<file path="config.mk">
export PLATFORM = sky130hd
export DESIGN_NAME = md_pipeline
export DESIGN_NICKNAME = d
export VERILOG_FILES = /design/src/hw/md_pkg.sv /design/src/hw/md_decoder.sv /design/src/hw/md_multiplier.sv /design/src/hw/md_divider.sv /design/src/hw/md_wb_stage.sv /design/src/hw/md_pipeline.sv
export VERILOG_INCLUDE_DIRS = /design/src /design/src/include
export SDC_FILE = /design/constraint.sdc
export NUM_CORES = 2
export LEC_CHECK = 0
export BUFFER_PORTS_ARGS = -buffer_cell sky130_fd_sc_hd__buf_2
export CAP_MARGIN = 20
export CORE_ASPECT_RATIO = 1.5
export CORE_UTILIZATION = 59
export DETAILED_ROUTE_END_ITERATION = 10
export MAX_ROUTING_LAYER = met4
export PLACE_DENSITY = 0.8
export SYNTH_ARGS = -nofsm -noshare
export SYNTH_HDL_FRONTEND = slang
export SYNTH_SLANG_ARGS = --single-unit
</file>
<file path="constraint.sdc">
create_clock -name clk_i -period 7.8 [get_ports clk_i]
set_input_delay 1.17 -clock clk_i [delete_from_list [all_inputs] [get_ports clk_i]]
set_output_delay 1.17 -clock clk_i [all_outputs]
set_load 0.005 [all_outputs]
</file>
<file path="src/include/md_defs.svh">
// shared widths and encoding constants for the M-extension pipeline, included by the RTL files
`ifndef MD_DEFS_SVH
`define MD_DEFS_SVH

// datapath width
`define MD_XLEN 32

// register file addressing
`define MD_RADDR_W 5
`define MD_NREGS 32

// major opcode of register-register ops
`define MD_OPCODE_OP 7'b011_0011

// funct7 marking an M-extension instruction
`define MD_FUNCT7_M 7'b000_0001

// divider iteration counter, wide enough to count MD_XLEN steps
`define MD_DIV_CNT_W 6

`endif

</file>
<file path="src/hw/md_pkg.sv">
// types shared by the M-extension pipeline modules, imported where an enum is needed
package md_pkg;

  // decoded M-extension operation
  typedef enum logic [3:0] {
    MD_OP_MUL,
    MD_OP_MULH,
    MD_OP_MULHSU,
    MD_OP_MULHU,
    MD_OP_DIV,
    MD_OP_DIVU,
    MD_OP_REM,
    MD_OP_REMU,
    MD_OP_NONE
  } md_op_e;

  // iterative divider FSM
  typedef enum logic [1:0] {
    DIV_IDLE,
    DIV_RUN,
    DIV_DONE
  } div_state_e;

endpackage

</file>
<file path="src/hw/md_decoder.sv">
// combinational decode of an instruction word into the M operation, unit select and signedness
`timescale 1ns/1ps
`include "md_defs.svh"

module md_decoder (
  input  logic [`MD_XLEN-1:0] insn_i,
  output md_pkg::md_op_e      op_o,
  output logic                mult_sel_o,
  output logic                div_sel_o,
  output logic                signed_a_o,
  output logic                signed_b_o
);
  import md_pkg::*;

  logic [6:0] opcode;
  logic [6:0] funct7;
  logic [2:0] funct3;
  logic       is_m;

  assign opcode = insn_i[6:0];
  assign funct3 = insn_i[14:12];
  assign funct7 = insn_i[31:25];
  assign is_m   = (opcode == `MD_OPCODE_OP) && (funct7 == `MD_FUNCT7_M);

  always_comb begin
    op_o       = MD_OP_NONE;
    mult_sel_o = 1'b0;
    div_sel_o  = 1'b0;
    if (is_m) begin
      // funct3[2] splits multiply from divide
      mult_sel_o = ~funct3[2];
      div_sel_o  = funct3[2];
      case (funct3)
        3'b000:  op_o = MD_OP_MUL;
        3'b001:  op_o = MD_OP_MULH;
        3'b010:  op_o = MD_OP_MULHSU;
        3'b011:  op_o = MD_OP_MULHU;
        3'b100:  op_o = MD_OP_DIV;
        3'b101:  op_o = MD_OP_DIVU;
        3'b110:  op_o = MD_OP_REM;
        default: op_o = MD_OP_REMU;
      endcase
    end
  end

  // mulhsu treats only rs1 as signed
  assign signed_a_o = (op_o == MD_OP_MULH) || (op_o == MD_OP_MULHSU) ||
                      (op_o == MD_OP_DIV) || (op_o == MD_OP_REM);
  assign signed_b_o = (op_o == MD_OP_MULH) || (op_o == MD_OP_DIV) || (op_o == MD_OP_REM);

endmodule

</file>
<file path="src/hw/md_multiplier.sv">
// single-cycle multiplier, operands captured on start and the product word selected the next cycle
`timescale 1ns/1ps
`include "md_defs.svh"

module md_multiplier (
  input  logic                clk_i,
  input  logic                rst_ni,
  input  logic                start_i,
  input  md_pkg::md_op_e      op_i,
  input  logic                signed_a_i,
  input  logic                signed_b_i,
  input  logic [`MD_XLEN-1:0] a_i,
  input  logic [`MD_XLEN-1:0] b_i,
  output logic [`MD_XLEN-1:0] result_o
);
  import md_pkg::*;

  localparam int ProdW = 2 * `MD_XLEN;

  md_op_e                   op_q;
  logic signed [`MD_XLEN:0] a_q;
  logic signed [`MD_XLEN:0] b_q;
  logic signed [ProdW-1:0]  prod;

  always_ff @(posedge clk_i or negedge rst_ni) begin
    if (!rst_ni) begin
      op_q <= MD_OP_NONE;
    end else if (start_i) begin
      op_q <= op_i;
    end
  end

  // 33-bit operands cover both signed and unsigned ranges
  always_ff @(posedge clk_i) begin
    if (start_i) begin
      a_q <= {signed_a_i & a_i[`MD_XLEN-1], a_i};
      b_q <= {signed_b_i & b_i[`MD_XLEN-1], b_i};
    end
  end

  // low 64 bits of the signed product are exact for every op
  assign prod = ProdW'(a_q) * ProdW'(b_q);

  assign result_o = (op_q == MD_OP_MUL) ? prod[`MD_XLEN-1:0] : prod[ProdW-1:`MD_XLEN];

endmodule

</file>
<file path="src/hw/md_divider.sv">
// iterative restoring divider that yields one quotient bit per cycle and finishes early on special cases
`timescale 1ns/1ps
`include "md_defs.svh"

module md_divider (
  input  logic                clk_i,
  input  logic                rst_ni,
  input  logic                flush_i,
  input  logic                start_i,
  input  md_pkg::md_op_e      op_i,
  input  logic                signed_i,
  input  logic [`MD_XLEN-1:0] a_i,
  input  logic [`MD_XLEN-1:0] b_i,
  output logic                done_o,
  output logic [`MD_XLEN-1:0] result_o
);
  import md_pkg::*;

  localparam int W = `MD_XLEN;
  localparam logic [`MD_DIV_CNT_W-1:0] LastCnt = `MD_DIV_CNT_W'(`MD_XLEN - 1);

  div_state_e               state_q;
  logic [`MD_DIV_CNT_W-1:0] cnt_q;
  logic [W-1:0]             quo_q;
  logic [W-1:0]             rem_q;
  logic [W-1:0]             div_q;
  logic                     neg_quo_q;
  logic                     neg_rem_q;
  logic                     rem_sel_q;

  logic                     a_neg;
  logic                     b_neg;
  logic [W-1:0]             a_mag;
  logic [W-1:0]             b_mag;
  logic                     div_zero;
  logic                     overflow;
  logic [W:0]               rem_sh;
  logic                     sub_ok;
  logic [W-1:0]             rem_sub;
  logic [W-1:0]             quo_fix;
  logic [W-1:0]             rem_fix;

  // operand magnitudes
  assign a_neg = signed_i & a_i[W-1];
  assign b_neg = signed_i & b_i[W-1];
  assign a_mag = a_neg ? -a_i : a_i;
  assign b_mag = b_neg ? -b_i : b_i;

  assign div_zero = (b_i == '0);
  // most negative value divided by -1
  assign overflow = signed_i && (a_i == {1'b1, {(W-1){1'b0}}}) && (b_i == '1);

  always_ff @(posedge clk_i or negedge rst_ni) begin
    if (!rst_ni) begin
      state_q <= DIV_IDLE;
      cnt_q   <= '0;
    end else if (flush_i) begin
      state_q <= DIV_IDLE;
    end else if (start_i) begin
      state_q <= (div_zero | overflow) ? DIV_DONE : DIV_RUN;
      cnt_q   <= '0;
    end else begin
      case (state_q)
        DIV_RUN: begin
          cnt_q <= cnt_q + 1'b1;
          if (cnt_q == LastCnt) begin
            state_q <= DIV_DONE;
          end
        end
        DIV_DONE: state_q <= DIV_DONE;
        default:  state_q <= DIV_IDLE;
      endcase
    end
  end

  // one restoring step
  assign rem_sh  = {rem_q, quo_q[W-1]};
  assign sub_ok  = (rem_sh >= {1'b0, div_q});
  assign rem_sub = rem_sh[W-1:0] - div_q;

  always_ff @(posedge clk_i) begin
    if (start_i) begin
      div_q     <= b_mag;
      rem_sel_q <= (op_i == MD_OP_REM) || (op_i == MD_OP_REMU);
      if (div_zero) begin
        quo_q     <= '1;
        rem_q     <= a_i;
        neg_quo_q <= 1'b0;
        neg_rem_q <= 1'b0;
      end else if (overflow) begin
        quo_q     <= a_i;
        rem_q     <= '0;
        neg_quo_q <= 1'b0;
        neg_rem_q <= 1'b0;
      end else begin
        quo_q     <= a_mag;
        rem_q     <= '0;
        neg_quo_q <= a_neg ^ b_neg;
        neg_rem_q <= a_neg;
      end
    end else if (state_q == DIV_RUN) begin
      quo_q <= {quo_q[W-2:0], sub_ok};
      rem_q <= sub_ok ? rem_sub : rem_sh[W-1:0];
    end
  end

  // remainder takes the sign of the dividend
  assign quo_fix = neg_quo_q ? -quo_q : quo_q;
  assign rem_fix = neg_rem_q ? -rem_q : rem_q;

  assign done_o   = (state_q == DIV_DONE);
  assign result_o = rem_sel_q ? rem_fix : quo_fix;

endmodule

</file>
<file path="src/hw/md_wb_stage.sv">
// writeback register toward commit, with its own ready and the forwarding reservation vector
`timescale 1ns/1ps
`include "md_defs.svh"

module md_wb_stage (
  input  logic                   clk_i,
  input  logic                   rst_ni,
  input  logic                   flush_i,
  input  logic                   in_valid_i,
  input  logic                   in_we_i,
  input  logic [`MD_RADDR_W-1:0] in_rd_i,
  input  logic [`MD_XLEN-1:0]    in_data_i,
  input  logic [`MD_XLEN-1:0]    in_pc_i,
  input  logic                   in_fwd_ok_i,
  input  logic                   waw_valid_i,
  input  logic [`MD_RADDR_W-1:0] waw_rd_i,
  input  logic                   ds_rdy_i,
  output logic                   rdy_o,
  output logic                   valid_o,
  output logic                   we_o,
  output logic [`MD_RADDR_W-1:0] rd_o,
  output logic [`MD_XLEN-1:0]    data_o,
  output logic [`MD_XLEN-1:0]    pc_o,
  output logic [`MD_NREGS-1:0]   fwd_act_o
);

  logic                   valid_q;
  logic                   fwd_q;
  logic                   we_q;
  logic [`MD_RADDR_W-1:0] rd_q;
  logic [`MD_XLEN-1:0]    data_q;
  logic [`MD_XLEN-1:0]    pc_q;
  logic                   load;
  logic                   waw_match;

  assign rdy_o     = ~valid_q | ds_rdy_i;
  assign load      = in_valid_i & rdy_o;
  assign waw_match = waw_valid_i && (waw_rd_i == rd_q);

  always_ff @(posedge clk_i or negedge rst_ni) begin
    if (!rst_ni) begin
      valid_q <= 1'b0;
      fwd_q   <= 1'b0;
    end else if (flush_i) begin
      valid_q <= 1'b0;
      fwd_q   <= 1'b0;
    end else if (rdy_o) begin
      valid_q <= in_valid_i;
      fwd_q   <= in_valid_i & in_fwd_ok_i & in_we_i & (in_rd_i != '0);
    end else if (waw_match) begin
      // a newer writer owns rd now, result still retires
      fwd_q <= 1'b0;
    end
  end

  always_ff @(posedge clk_i) begin
    if (load) begin
      we_q   <= in_we_i;
      rd_q   <= in_rd_i;
      data_q <= in_data_i;
      pc_q   <= in_pc_i;
    end
  end

  // one-hot reservation, x0 never reserved
  always_comb begin
    fwd_act_o = '0;
    for (int i = 1; i < `MD_NREGS; i++) begin
      fwd_act_o[i] = valid_q & fwd_q & (rd_q == `MD_RADDR_W'(i));
    end
  end

  assign valid_o = valid_q;
  assign we_o    = we_q;
  assign rd_o    = rd_q;
  assign data_o  = data_q;
  assign pc_o    = pc_q;

endmodule

</file>
<file path="src/hw/md_pipeline.sv">
// top of the three-stage multiply/divide pipeline between the issuer and the commit stage
`timescale 1ns/1ps
`include "md_defs.svh"

module md_pipeline (
  input  logic                   clk_i,
  input  logic                   rst_ni,
  input  logic                   flush_i,
  input  logic                   us_valid_i,
  input  logic [`MD_XLEN-1:0]    insn_i,
  input  logic [`MD_XLEN-1:0]    pc_i,
  input  logic [`MD_XLEN-1:0]    rs1_data_i,
  input  logic [`MD_XLEN-1:0]    rs2_data_i,
  output logic                   rdy_o,
  input  logic                   waw_valid_i,
  input  logic [`MD_RADDR_W-1:0] waw_rd_i,
  input  logic                   ds_rdy_i,
  output logic                   valid_o,
  output logic                   wb_we_o,
  output logic [`MD_RADDR_W-1:0] wb_rd_o,
  output logic [`MD_XLEN-1:0]    wb_data_o,
  output logic [`MD_XLEN-1:0]    wb_pc_o,
  output logic [`MD_NREGS-1:0]   fwd_act_o
);
  import md_pkg::*;

  md_op_e                 dec_op;
  logic                   dec_mult_sel;
  logic                   dec_div_sel;
  logic                   dec_signed_a;
  logic                   dec_signed_b;
  logic                   accept;

  logic                   ex2_valid_q;
  logic                   ex2_mult_q;
  logic                   ex2_div_q;
  logic                   ex2_fwd_ok_q;
  logic                   ex2_we_q;
  logic [`MD_RADDR_W-1:0] ex2_rd_q;
  logic [`MD_XLEN-1:0]    ex2_pc_q;
  logic                   op_done;
  logic                   op_done_q;
  logic                   ex2_waw_match;
  logic [`MD_XLEN-1:0]    ex2_result;

  logic [`MD_XLEN-1:0]    mult_result;
  logic [`MD_XLEN-1:0]    div_result;
  logic                   div_done;
  logic                   wb_rdy;

  md_decoder u_decoder (
    .insn_i     (insn_i),
    .op_o       (dec_op),
    .mult_sel_o (dec_mult_sel),
    .div_sel_o  (dec_div_sel),
    .signed_a_o (dec_signed_a),
    .signed_b_o (dec_signed_b)
  );

  // EX1: units start on the accepting edge
  assign accept = us_valid_i & rdy_o;

  md_multiplier u_multiplier (
    .clk_i      (clk_i),
    .rst_ni     (rst_ni),
    .start_i    (accept & dec_mult_sel),
    .op_i       (dec_op),
    .signed_a_i (dec_signed_a),
    .signed_b_i (dec_signed_b),
    .a_i        (rs1_data_i),
    .b_i        (rs2_data_i),
    .result_o   (mult_result)
  );

  md_divider u_divider (
    .clk_i    (clk_i),
    .rst_ni   (rst_ni),
    .flush_i  (flush_i),
    .start_i  (accept & dec_div_sel),
    .op_i     (dec_op),
    .signed_i (dec_signed_a),
    .a_i      (rs1_data_i),
    .b_i      (rs2_data_i),
    .done_o   (div_done),
    .result_o (div_result)
  );

  // EX2: only a divide can take more than one cycle
  assign op_done       = ~ex2_div_q | div_done | op_done_q;
  assign rdy_o         = ~ex2_valid_q | (op_done & wb_rdy);
  assign ex2_waw_match = waw_valid_i && (waw_rd_i == ex2_rd_q);

  always_ff @(posedge clk_i or negedge rst_ni) begin
    if (!rst_ni) begin
      ex2_valid_q  <= 1'b0;
      ex2_mult_q   <= 1'b0;
      ex2_div_q    <= 1'b0;
      ex2_fwd_ok_q <= 1'b0;
      op_done_q    <= 1'b0;
    end else if (flush_i) begin
      ex2_valid_q  <= 1'b0;
      ex2_fwd_ok_q <= 1'b0;
      op_done_q    <= 1'b0;
    end else if (rdy_o) begin
      ex2_valid_q  <= us_valid_i;
      ex2_mult_q   <= dec_mult_sel;
      ex2_div_q    <= dec_div_sel;
      ex2_fwd_ok_q <= 1'b1;
      op_done_q    <= 1'b0;
    end else begin
      // keep done across a WB stall
      if (ex2_valid_q & op_done) begin
        op_done_q <= 1'b1;
      end
      if (ex2_waw_match) begin
        ex2_fwd_ok_q <= 1'b0;
      end
    end
  end

  // non-M words still retire, just without a register write
  always_ff @(posedge clk_i) begin
    if (accept) begin
      ex2_we_q <= (dec_op != MD_OP_NONE);
      ex2_rd_q <= insn_i[7 +: `MD_RADDR_W];
      ex2_pc_q <= pc_i;
    end
  end

  assign ex2_result = ex2_mult_q ? mult_result :
                      ex2_div_q  ? div_result  : '0;

  md_wb_stage u_wb_stage (
    .clk_i       (clk_i),
    .rst_ni      (rst_ni),
    .flush_i     (flush_i),
    .in_valid_i  (ex2_valid_q & op_done),
    .in_we_i     (ex2_we_q),
    .in_rd_i     (ex2_rd_q),
    .in_data_i   (ex2_result),
    .in_pc_i     (ex2_pc_q),
    .in_fwd_ok_i (ex2_fwd_ok_q & ~ex2_waw_match),
    .waw_valid_i (waw_valid_i),
    .waw_rd_i    (waw_rd_i),
    .ds_rdy_i    (ds_rdy_i),
    .rdy_o       (wb_rdy),
    .valid_o     (valid_o),
    .we_o        (wb_we_o),
    .rd_o        (wb_rd_o),
    .data_o      (wb_data_o),
    .pc_o        (wb_pc_o),
    .fwd_act_o   (fwd_act_o)
  );

endmodule

</file>
==> impl_metrics.toml <==
[clocking]
cts_inserted_buffers = 30
cts.reportedPaths.clkPinSlew_ns = 0.07
clock_sink_count = 292
cts_hold_buf = 0
clk_latency_ns = 0.61
cts_tree = "built"
htree_levels = 1
ctsLongestPathBuffers = 3
clk_root_buffer_cell = "sky130_fd_sc_hd__clkbuf_16"

[logic_synthesis]
syn-mean-instance-area_um2 = 9.59
netlist_area_mm2 = 0.0543
yosys.cell_count.top_type = "sky130_fd_sc_hd__inv_1"
postSynthNetCount = 7176
synth-warning-count = 0
synth_flop_cell = "sky130_fd_sc_hd__edfxtp_1"
synth.top_cells.by_area = "sky130_fd_sc_hd__fa_1 42%, sky130_fd_sc_hd__edfxtp_1 15%, sky130_fd_sc_hd__inv_1 8.0%"
ys_seq_elements = 292
synth_cells = 5659
synthDistinctLibCells = 81
library_cell_with_the_largest_summed_area_after_synthesis = "sky130_fd_sc_hd__fa_1"
netlist.area_leader.share = 0.415
synth-async-reset-ratio = 0.0651
synth_commonest_cells = "1163 x sky130_fd_sc_hd__inv_1, 1126 x sky130_fd_sc_hd__fa_1, 673 x sky130_fd_sc_hd__nand2_1"
seq_area_frac_synth = 0.160
synth_edf_count = 273

[floorplanning]
start_util = 0.598
placementRows = 135
ioPinCount = 243
core-area_mm2 = 0.0907
die_h_um = 373
die_x_um = 250
design.die.area_mm2 = 0.0932

[global_routing]
globalRouteOverflowTotal = 0
grt_start_max_net_pins = 65
vias_in_the_first_global_route = 47000
grt_antenna_before_repair = 13
grt.total_usage = 0.359
wire_length_of_the_first_global_routing_pass_mm = 249

[detailed_routing]
drt_first_iter_violations = 3190
vias = 42800
finalWirelength_mm = 160
vias_per_cell = 5.80
drc_errors = 0
wire_per_inst_um = 21.6
antenna_violating_nets_post_route = 0
first_pass_iters = 6

[sta]
layout_setup_ws_ns = -0.384
layout_min_cycle_time_ns = 8.18
finalSetupViolCount = 18
slew-limit-headroom = 0.271
fin_tns_setup_ns = -3.17
slew_viol_final = 0
worst-slew-pin-transition_ns = 1.09
finalCritPeriodShare = 1.05
finalHoldViolCount = 0
clock-skew-final_ns = 0.0118
max_freq_ghz = 0.122
rsz_0062_raised_after_global_routing = "yes"

[worst_setup_path]
endpoint_kind = "flip-flop"
cpMostUsedCell = "sky130_fd_sc_hd__fa_1"
r2r_setup_slack_ns = -0.38
critical_path.slowest_cell = "sky130_fd_sc_hd__fa_1"
critical_path_peak_fanout = 7
worst-endpoint-required_ns = 8.11
worst-setup-path-type = "reg -> reg"
arrival_ns = 8.49
start_kind = "flip-flop"
timing.critical_path.slowest_cell_delay_ns = 0.56

[placed_design]
numPortBuffers = 231
place.detailed.hpwl_mm = 131
globalplace.congestion = 1.01

[cells_and_area]
syn_to_final_growth_pct = 16.1
design.final.nets = 7696
num-fill-cells = 6267
post_route_cells_drive_above_1_share = 0.175
finish.utilization = 0.695

[outcome]
outcome = "finished, violations left"
failing_checks = "negative setup slack"

[min_path]
class_of_the_tightest_hold_or_removal_check = "reg -> reg"

[power_and_ir_drop]
power-per-cell-area_mw_per_mm2 = 54.2
static-leakage-power_nw = 30.0
ir_drop_mv = 0.219

[run]
drv_cap = 0
-- layout make-up --
cell class | count | area (µm²) | share of cell area
Antenna cell | 12 | 30.0 | 0.000477
Clock buffer | 30 | 751 | 0.0119
Clock inverter | 23 | 184 | 0.00292
Inverter | 1165 | 4390 | 0.0696
Multi-Input combinational cell | 3923 | 41400 | 0.657
Sequential cell | 292 | 8670 | 0.138
Tap cell | 1164 | 1460 | 0.0231
Timing Repair Buffer | 767 | 6150 | 0.0975
-- where the power goes --
part           total [W]  switching (W)  internal (W)
Clock            0.00144       0.000670      0.000768
Combinational   0.000221       0.000141     0.0000793
Sequential       0.00175      0.0000149       0.00174
Total            0.00341       0.000826       0.00259
-- state kept, by name (all words and copies together), names as in the netlist, 2 cells and up --
signal / cells
u_multiplier.op_q: 4
ex2_rd_q: 5
u_wb_stage.data_o: 32
u_divider.cnt_q: 6
u_multiplier.b_q: 33
u_divider.quo_q: 32
u_divider.div_q: 32
u_divider.rem_q: 32
u_wb_stage.rd_o: 5
u_multiplier.a_q: 33
u_divider.state_q: 2
u_wb_stage.pc_o: 32
ex2_pc_q: 32
-- worst max-delay path, delay by kind of cell (launching register included) --
kind	cells	cell delay, ns
simple gates	2	0.26
compound gates	7	1.65
buf+inv	9	0.77
xor+xnor	1	0.37
fa+ha+maj	9	4.43
flops	1	0.40
-- path summary, 6_finish.rpt --
check | from | endpoint | cells past startpoint
max | u_multiplier.a_q[25] | u_wb_stage.data_o[18] | 28
min | ex2_pc_q[23] | u_wb_stage.pc_o[23] | 0
max reg2reg | u_multiplier.a_q[25] | u_wb_stage.data_o[18] | 28
min reg2reg | ex2_pc_q[23] | u_wb_stage.pc_o[23] | 0
max in group asynchronous | rst_ni | u_multiplier.op_q[3] | 1
min in group asynchronous | rst_ni | ex2_valid_q | 1
-- layout by cell type, fill, tap and decap left out, drive strengths merged, types with 96 or more instances in the layout --
cell type	n
inv	1165
ha	252
buf	766
and2	541
xor2	96
fa	1126
a21oi	179
o21ai	138
nand2	673
nor2	187
xnor2	127
edfxtp	273
-- metal layers --
metal  vias up  track usage  routed length [µm]
met5         -            -                   0
met4         0        0.227               12500
met3       734       0.0549               12300
met2      2065        0.616               82000
met1     21600        0.387               52700
li1      18400            -                   -
-- stage by stage --
stage	hold WS [ns]	total power [W]	area, µm²	setup slack [ns]	cells
after floorplan	0.400	0.00185	54300	0.0821	5659
after global placement	0.401	0.00198	60100	-0.483	7253
after detailed placement	0.405	0.00199	60100	-0.644	7254
after CTS	0.418	0.00340	62100	-0.204	7336
after global routing	0.423	0.00348	63000	-0.531	7375
final	0.417	0.00341	63000	-0.384	7376
-- kinds of logic (layout without fill, tap and decap cells) --
kind of cell,after synthesis,in the layout,synth area share
other cells,1,13,0.0000691
flops,292,292,0.160
mux,25,25,0.00473
xor+xnor,223,223,0.0360
fa+ha+maj,1378,1378,0.474
compound gates,579,579,0.0674
buf+inv,1444,1985,0.100
simple gates,1717,1717,0.158
-- repair_timing --
item                       CTS  global route
pin swaps                   91           104
gates cloned                 2             0
hold endpoints to repair     0             0
setup endpoints to repair   30            32
resized for setup          181           190
setup buffers               29            28
(Power assumes the default switching activity.)
